--- src/include/graph_regs.svh ---
`ifndef GRAPH_REGS_SVH
`define GRAPH_REGS_SVH

// byte offsets of the register map
`define REG_CTRL      8'h00
`define REG_EDGE      8'h04
`define REG_ENDPOINTS 8'h08
`define REG_STATUS    8'h0C
`define REG_RESULT    8'h10
`define REG_PASSES    8'h14

// bits of REG_CTRL
`define CTRL_START_BIT 0
`define CTRL_CLEAR_BIT 1

`endif

--- src/verilog/graph_pkg.sv ---
`default_nettype none

package graph_pkg;

    // each letter of a device name is coded in 5 bits
    localparam int DEVICE_CHARS = 3;
    localparam int DEVICE_BIN_BITS = 5;
    localparam int DEVICE_WIDTH = DEVICE_CHARS * DEVICE_BIN_BITS;

    localparam int PASS_BITS = 7; // holds up to 127 passes

    typedef logic [DEVICE_WIDTH-1:0] device_t;
    typedef logic [PASS_BITS-1:0] pass_count_t;

    // write word of REG_EDGE
    typedef struct packed {
        logic    last; // final entry of this device
        logic    reserved;
        device_t device;
        device_t next_device;
    } edge_word_t;

    // write and read word of REG_ENDPOINTS
    typedef struct packed {
        logic [1:0] reserved;
        device_t    start_device;
        device_t    end_device;
    } endpoint_word_t;

    typedef union packed {
        edge_word_t     edge_entry;
        endpoint_word_t endpoints;
    } wb_word_u;

    // bit positions in REG_STATUS
    localparam int STAT_BUSY = 0;
    localparam int STAT_DONE = 1;
    localparam int STAT_NO_CONVERGE = 2;
    localparam int STAT_EDGE_OVERFLOW = 3;

endpackage

`default_nettype wire

--- src/verilog/graph_regs.sv ---
`default_nettype none

module graph_regs #(
    parameter int PATH_BITS = 8
) (
    input  wire                       clk,
    input  wire                       rst_n,
    input  wire                       cyc,
    input  wire                       stb,
    input  wire                       we,
    input  wire [7:0]                 adr,
    input  wire [31:0]                dat_w,
    input  wire [3:0]                 sel,
    output logic                      ack,
    output logic [31:0]               dat_r,
    output logic                      edge_valid,
    output logic                      edge_last,
    output graph_pkg::device_t        edge_device,
    output graph_pkg::device_t        edge_next,
    output logic                      graph_clear,
    output logic                      start,
    output graph_pkg::device_t        start_device,
    output graph_pkg::device_t        end_device,
    input  wire                       busy,
    input  wire                       done,
    input  wire                       no_converge,
    input  wire                       edge_overflow,
    input  wire [PATH_BITS-1:0]       result,
    input  wire graph_pkg::pass_count_t passes
);

    import graph_pkg::*;
    `include "graph_regs.svh"

    wb_word_u    wr_word;
    wb_word_u    ep_word;
    logic        access;
    logic        wr_ok;
    logic        ctrl_wr;
    logic [31:0] status_word;
    logic [31:0] rd_mux;

    assign access = cyc && stb && !ack; // one ack per request
    assign wr_ok = access && we && (&sel); // partial writes are acked only
    assign ctrl_wr = wr_ok && adr == `REG_CTRL && !busy;
    assign wr_word = dat_w;

    always_comb begin
        ep_word = '0;
        ep_word.endpoints.start_device = start_device;
        ep_word.endpoints.end_device = end_device;
    end

    always_comb begin
        status_word = '0;
        status_word[STAT_BUSY] = busy;
        status_word[STAT_DONE] = done;
        status_word[STAT_NO_CONVERGE] = no_converge;
        status_word[STAT_EDGE_OVERFLOW] = edge_overflow;
    end

    always_comb begin
        case (adr)
            `REG_ENDPOINTS: rd_mux = ep_word;
            `REG_STATUS:    rd_mux = status_word;
            `REG_RESULT:    rd_mux = 32'(result);
            `REG_PASSES:    rd_mux = 32'(passes);
            default:        rd_mux = '0; // unmapped and write-only
        endcase
    end

    always_ff @(posedge clk or negedge rst_n) begin
        if (!rst_n) begin
            ack <= 1'b0;
            edge_valid <= 1'b0;
            graph_clear <= 1'b0;
            start <= 1'b0;
            start_device <= '0;
            end_device <= '0;
        end else begin
            ack <= cyc && stb && !ack;
            edge_valid <= wr_ok && adr == `REG_EDGE && !busy;
            graph_clear <= ctrl_wr && dat_w[`CTRL_CLEAR_BIT];
            // clear wins over start in the same write
            start <= ctrl_wr && dat_w[`CTRL_START_BIT] && !dat_w[`CTRL_CLEAR_BIT];
            if (wr_ok && adr == `REG_ENDPOINTS) begin
                start_device <= wr_word.endpoints.start_device;
                end_device <= wr_word.endpoints.end_device;
            end
        end
    end

    // edge payload travels with the edge_valid strobe
    always_ff @(posedge clk) begin
        edge_last <= wr_word.edge_entry.last;
        edge_device <= wr_word.edge_entry.device;
        edge_next <= wr_word.edge_entry.next_device;
        dat_r <= rd_mux;
    end

endmodule

`default_nettype wire

--- config.mk ---
export PLATFORM = sky130hd
export DESIGN_NAME = graph_regs
export DESIGN_NICKNAME = d
export VERILOG_FILES = /design/src/verilog/graph_pkg.sv /design/src/verilog/graph_regs.sv
export VERILOG_INCLUDE_DIRS = /design/src /design/src/include
export SDC_FILE = /design/constraint.sdc
export NUM_CORES = 1
export LEC_CHECK = 0
export BUFFER_PORTS_ARGS = -buffer_cell sky130_fd_sc_hd__buf_2
export CORE_MARGIN = 4
export CORE_UTILIZATION = 44
export DETAILED_ROUTE_END_ITERATION = 16
export PLACE_DENSITY = 0.83
export SLEW_MARGIN = 20
export SYNTH_ARGS = -nofsm -noshare
export SYNTH_HDL_FRONTEND = slang
export SYNTH_SLANG_ARGS = --single-unit
--- constraint.sdc ---
create_clock -name clk -period 1.95 [get_ports clk]
set_input_delay 0.585 -clock clk [delete_from_list [all_inputs] [get_ports clk]]
set_output_delay 0.585 -clock clk [all_outputs]
set_load 0.01 [all_outputs]
==> qor.tcl <==
set qor(numCtsBuffers) 9
set qor(post_layout_nonfiller_instances) 450
set qor(synthesis.yosys.warnings) 0
set qor(critical_path.reg2reg.endpoint) {start_device[14]}
set qor(drv_cap) 0
set qor(total_leakage_power_nw) 2.31
set qor(hpwl_um) 5150
set qor(clock_latency_ps) 350
set qor(worst-setup-path-type) {input port to flip-flop}
set qor(antenna_left) 0
set qor(drt-pass1-iter-count) 4
set qor(final_design_area_no_fill_um2) 4140
set qor(outcome) {finished clean}
set qor(post-synth-top-area-cell) {sky130_fd_sc_hd__dfxtp_1}
set qor(holdCritPathClass) {input port to async pin}
set qor(netlist-cell-type-count) 27
set qor(dp_worst_setup_slack_ps) -213
set qor(synth-main-ff-cell) {sky130_fd_sc_hd__dfxtp_1}
set qor(postCtsSetupRepairBufs) 0
set qor(finalSetupTns_ps) 0
set qor(fmax_mhz) 558
set qor(count_of_input_and_output_buffers) 161
set qor(synth_edf_count) 0
set qor(final-max-slew-violation-count) 0
set qor(worst-path-max-fanout) 16
set qor(final_util) 0.637
set qor(finalClockSkew_ps) 8.90
set qor(pin_count) 165
set qor(gpl.final_weighted_congestion) 0.756
set qor(postSynthAreaPerCell_um2) 15.5
set qor(timing.rr.start) {ack}
set qor(multi_input_area_um2) 872
set qor(grt_setup_unrepaired) {false}
set qor(cts_resized) 0
set qor(final_layout_size_suffix_gt1_frac) 0.587
set qor(async_reset_ff_frac) 0.358
set qor(routed-via-count) 2116
set qor(detailedRoute.firstIterationViolations) 26
set qor(hold_viol) 0
set qor(post-place-cells) 434
set qor(clk_pin_slew_worst_paths_ps) 90
set qor(std_cell_rows) 29
set qor(ys_top_cells_by_area) {sky130_fd_sc_hd__dfxtp_1 (40%), sky130_fd_sc_hd__dfrtp_1 (28%), sky130_fd_sc_hd__mux2_4 (15%)}
set qor(clk_root_buffer_cell) {sky130_fd_sc_hd__clkbuf_8}
set qor(grt_max_degree) 35
set qor(worst_ep_arrival_time_ps) 2020
set qor(avgRoutedWirePerCell_um) 15.1
set qor(nFillCells) 513
set qor(layout.nets) 436
set qor(insertedDiodeCount) 0
set qor(final_common_cell) {sky130_fd_sc_hd__buf_2}
set qor(synth.ff_latch_count) 95
set qor(finalWorstPathRequiredPeriod_ps) 1790
set qor(grt_first_pass_wirelength_um) 10900
set qor(synth_cells) 195
set qor(tritoncts) {yes}
set qor(critical_path_required_ps) 2180
set qor(vias_per_cell) 4.70
set qor(ir_drop_mv) 0.347
set qor(die_y_um) 90.8
set qor(synth_top_cell_area_share) 0.405
set qor(grt_pass1_vias) 2165
set qor(cts.sinks) 95
set qor(htree_num_levels) 3
set qor(dieWidth_um) 90.8
set qor(cts_max_path_buffers) 2
set qor(synth-seq-area-share) 0.687
set qor(part_of_the_cycle_the_worst_path_needs) 0.919
set qor(register_area_um2) 2070
set qor(pwr_dens_nw_per_um2) 814
set qor(critPathLaunch) {adr[5]}
set qor(hold_buf_count_cts) 0
set qor(placeableCoreArea_um2) 6490
set qor(syn_area_um2) 3020
set qor(critPathCaptureType) {flip-flop}
set qor(leading_cell_types_in_the_layout_fill_and_taps_excluded) {sky130_fd_sc_hd__buf_2 (161), sky130_fd_sc_hd__dfxtp_1 (61), sky130_fd_sc_hd__dfrtp_1 (34)}
set qor(grt_resource_usage_total) 0.166
set qor(drc) 0
set qor(area.growth.synth_to_final_pct) 37.2
set qor(detailed_place.area_um2) 3950
set qor(grt_overflow) 0
set qor(setup-violations-final) 0
set qor(crit_path_start_kind) {input port}
set qor(postLayoutSetupSlackWorst_ps) 159
set qor(r2r_setup_slack_ps) 190
set qor(die_area_um2) 8240
set qor(worstRegToRegCells) 5
set qor(route.final.wire_length_um) 6800
set qor(grt_antenna_before_repair) 0
set qor(timing.critical_path.to) {start_device[14]}
set qor(start_util) 0.464
## worst max-delay path, cell delays in order
cell and delay (ps):
sky130_fd_sc_hd__buf_2 120, sky130_fd_sc_hd__nor4_4 290, sky130_fd_sc_hd__nand4_1 150, sky130_fd_sc_hd__or3_4 380, sky130_fd_sc_hd__buf_12 180, sky130_fd_sc_hd__mux2_4 300
## Yosys cell counts, types with 2 or more instances
master and n:
sky130_fd_sc_hd__dfxtp_1 61, sky130_fd_sc_hd__dfrtp_1 34, sky130_fd_sc_hd__mux2_4 30, sky130_fd_sc_hd__and2_1 23
sky130_fd_sc_hd__a22oi_1 10, sky130_fd_sc_hd__nand2_1 5, sky130_fd_sc_hd__o21ai_0 4, sky130_fd_sc_hd__buf_8 3
sky130_fd_sc_hd__clkbuf_1 3, sky130_fd_sc_hd__and4b_1 2, sky130_fd_sc_hd__buf_4 2, sky130_fd_sc_hd__nor2_1 2
sky130_fd_sc_hd__nor2b_1 2
## registers in the layout, indices dropped and copies added, names as in the netlist
name,cells
graph_clear,1
start,1
edge_next,15
edge_last,1
edge_valid,1
ack,1
dat_r,30
start_device,15
end_device,15
edge_device,15
## per-layer routing
metal | GRT usage | vias to the layer above | wire (um)
li1 | - | 1012 | -
met1 | 0.192 | 976 | 2740
met2 | 0.288 | 117 | 3350
met3 | 0.0542 | 11 | 609
met4 | 0.0565 | 0 | 101
met5 | 0 | - | 0
## logic make-up (layout without fill, tap and decap cells)
kind of cell           count (synthesis)  in the layout  synth area share
multiplexers                          30             30             0.149
flip-flops                            95             95             0.687
buffers and inverters                  9            186            0.0249
AND/OR/NAND/NOR                       44             44            0.0996
AO/OA/AOI/OAI                         16             16            0.0378
other                                  1              2           0.00124
## how the worst min path moves through the flow
stage | end | slack (ps) | cells past startpoint
5_1_grt | start_device[9] | 290 | 2
4_1_cts | start_device[9] | 250 | 2
3_5_place_dp | dat_r[18] | 490 | 1
3_3_place_gp | dat_r[4] | 480 | 2
6_report | start_device[9] | 260 | 2
2_1_floorplan | ack | 290 | 0
## layout make-up
cell class | instances | share of cell area
clock buffer | 10 | 0.0333
clock inverter | 6 | 0.0127
inverter | 1 | 0.000907
multi-input combinational | 92 | 0.211
sequential | 95 | 0.501
tap | 77 | 0.0233
timing repair buffer | 169 | 0.218
## metrics by stage
step                      hold slack [ps]  total power (W)
final                                 258          0.00337
after global routing                  289          0.00352
after CTS                             255          0.00340
after detailed placement              489          0.00221
after global placement                476          0.00220
after floorplan                       289          0.00208
## report_power, final
group / internal (W) / leakage [nW] / switching [W]
Clock: 0.000516 / 0.0910 / 0.000688
Combinational: 0.0000824 / 1.24 / 0.0000881
Sequential: 0.00199 / 0.977 / 0.00000907
Total: 0.00258 / 2.31 / 0.000785
Note: power is estimated with default switching activity, not from simulation.
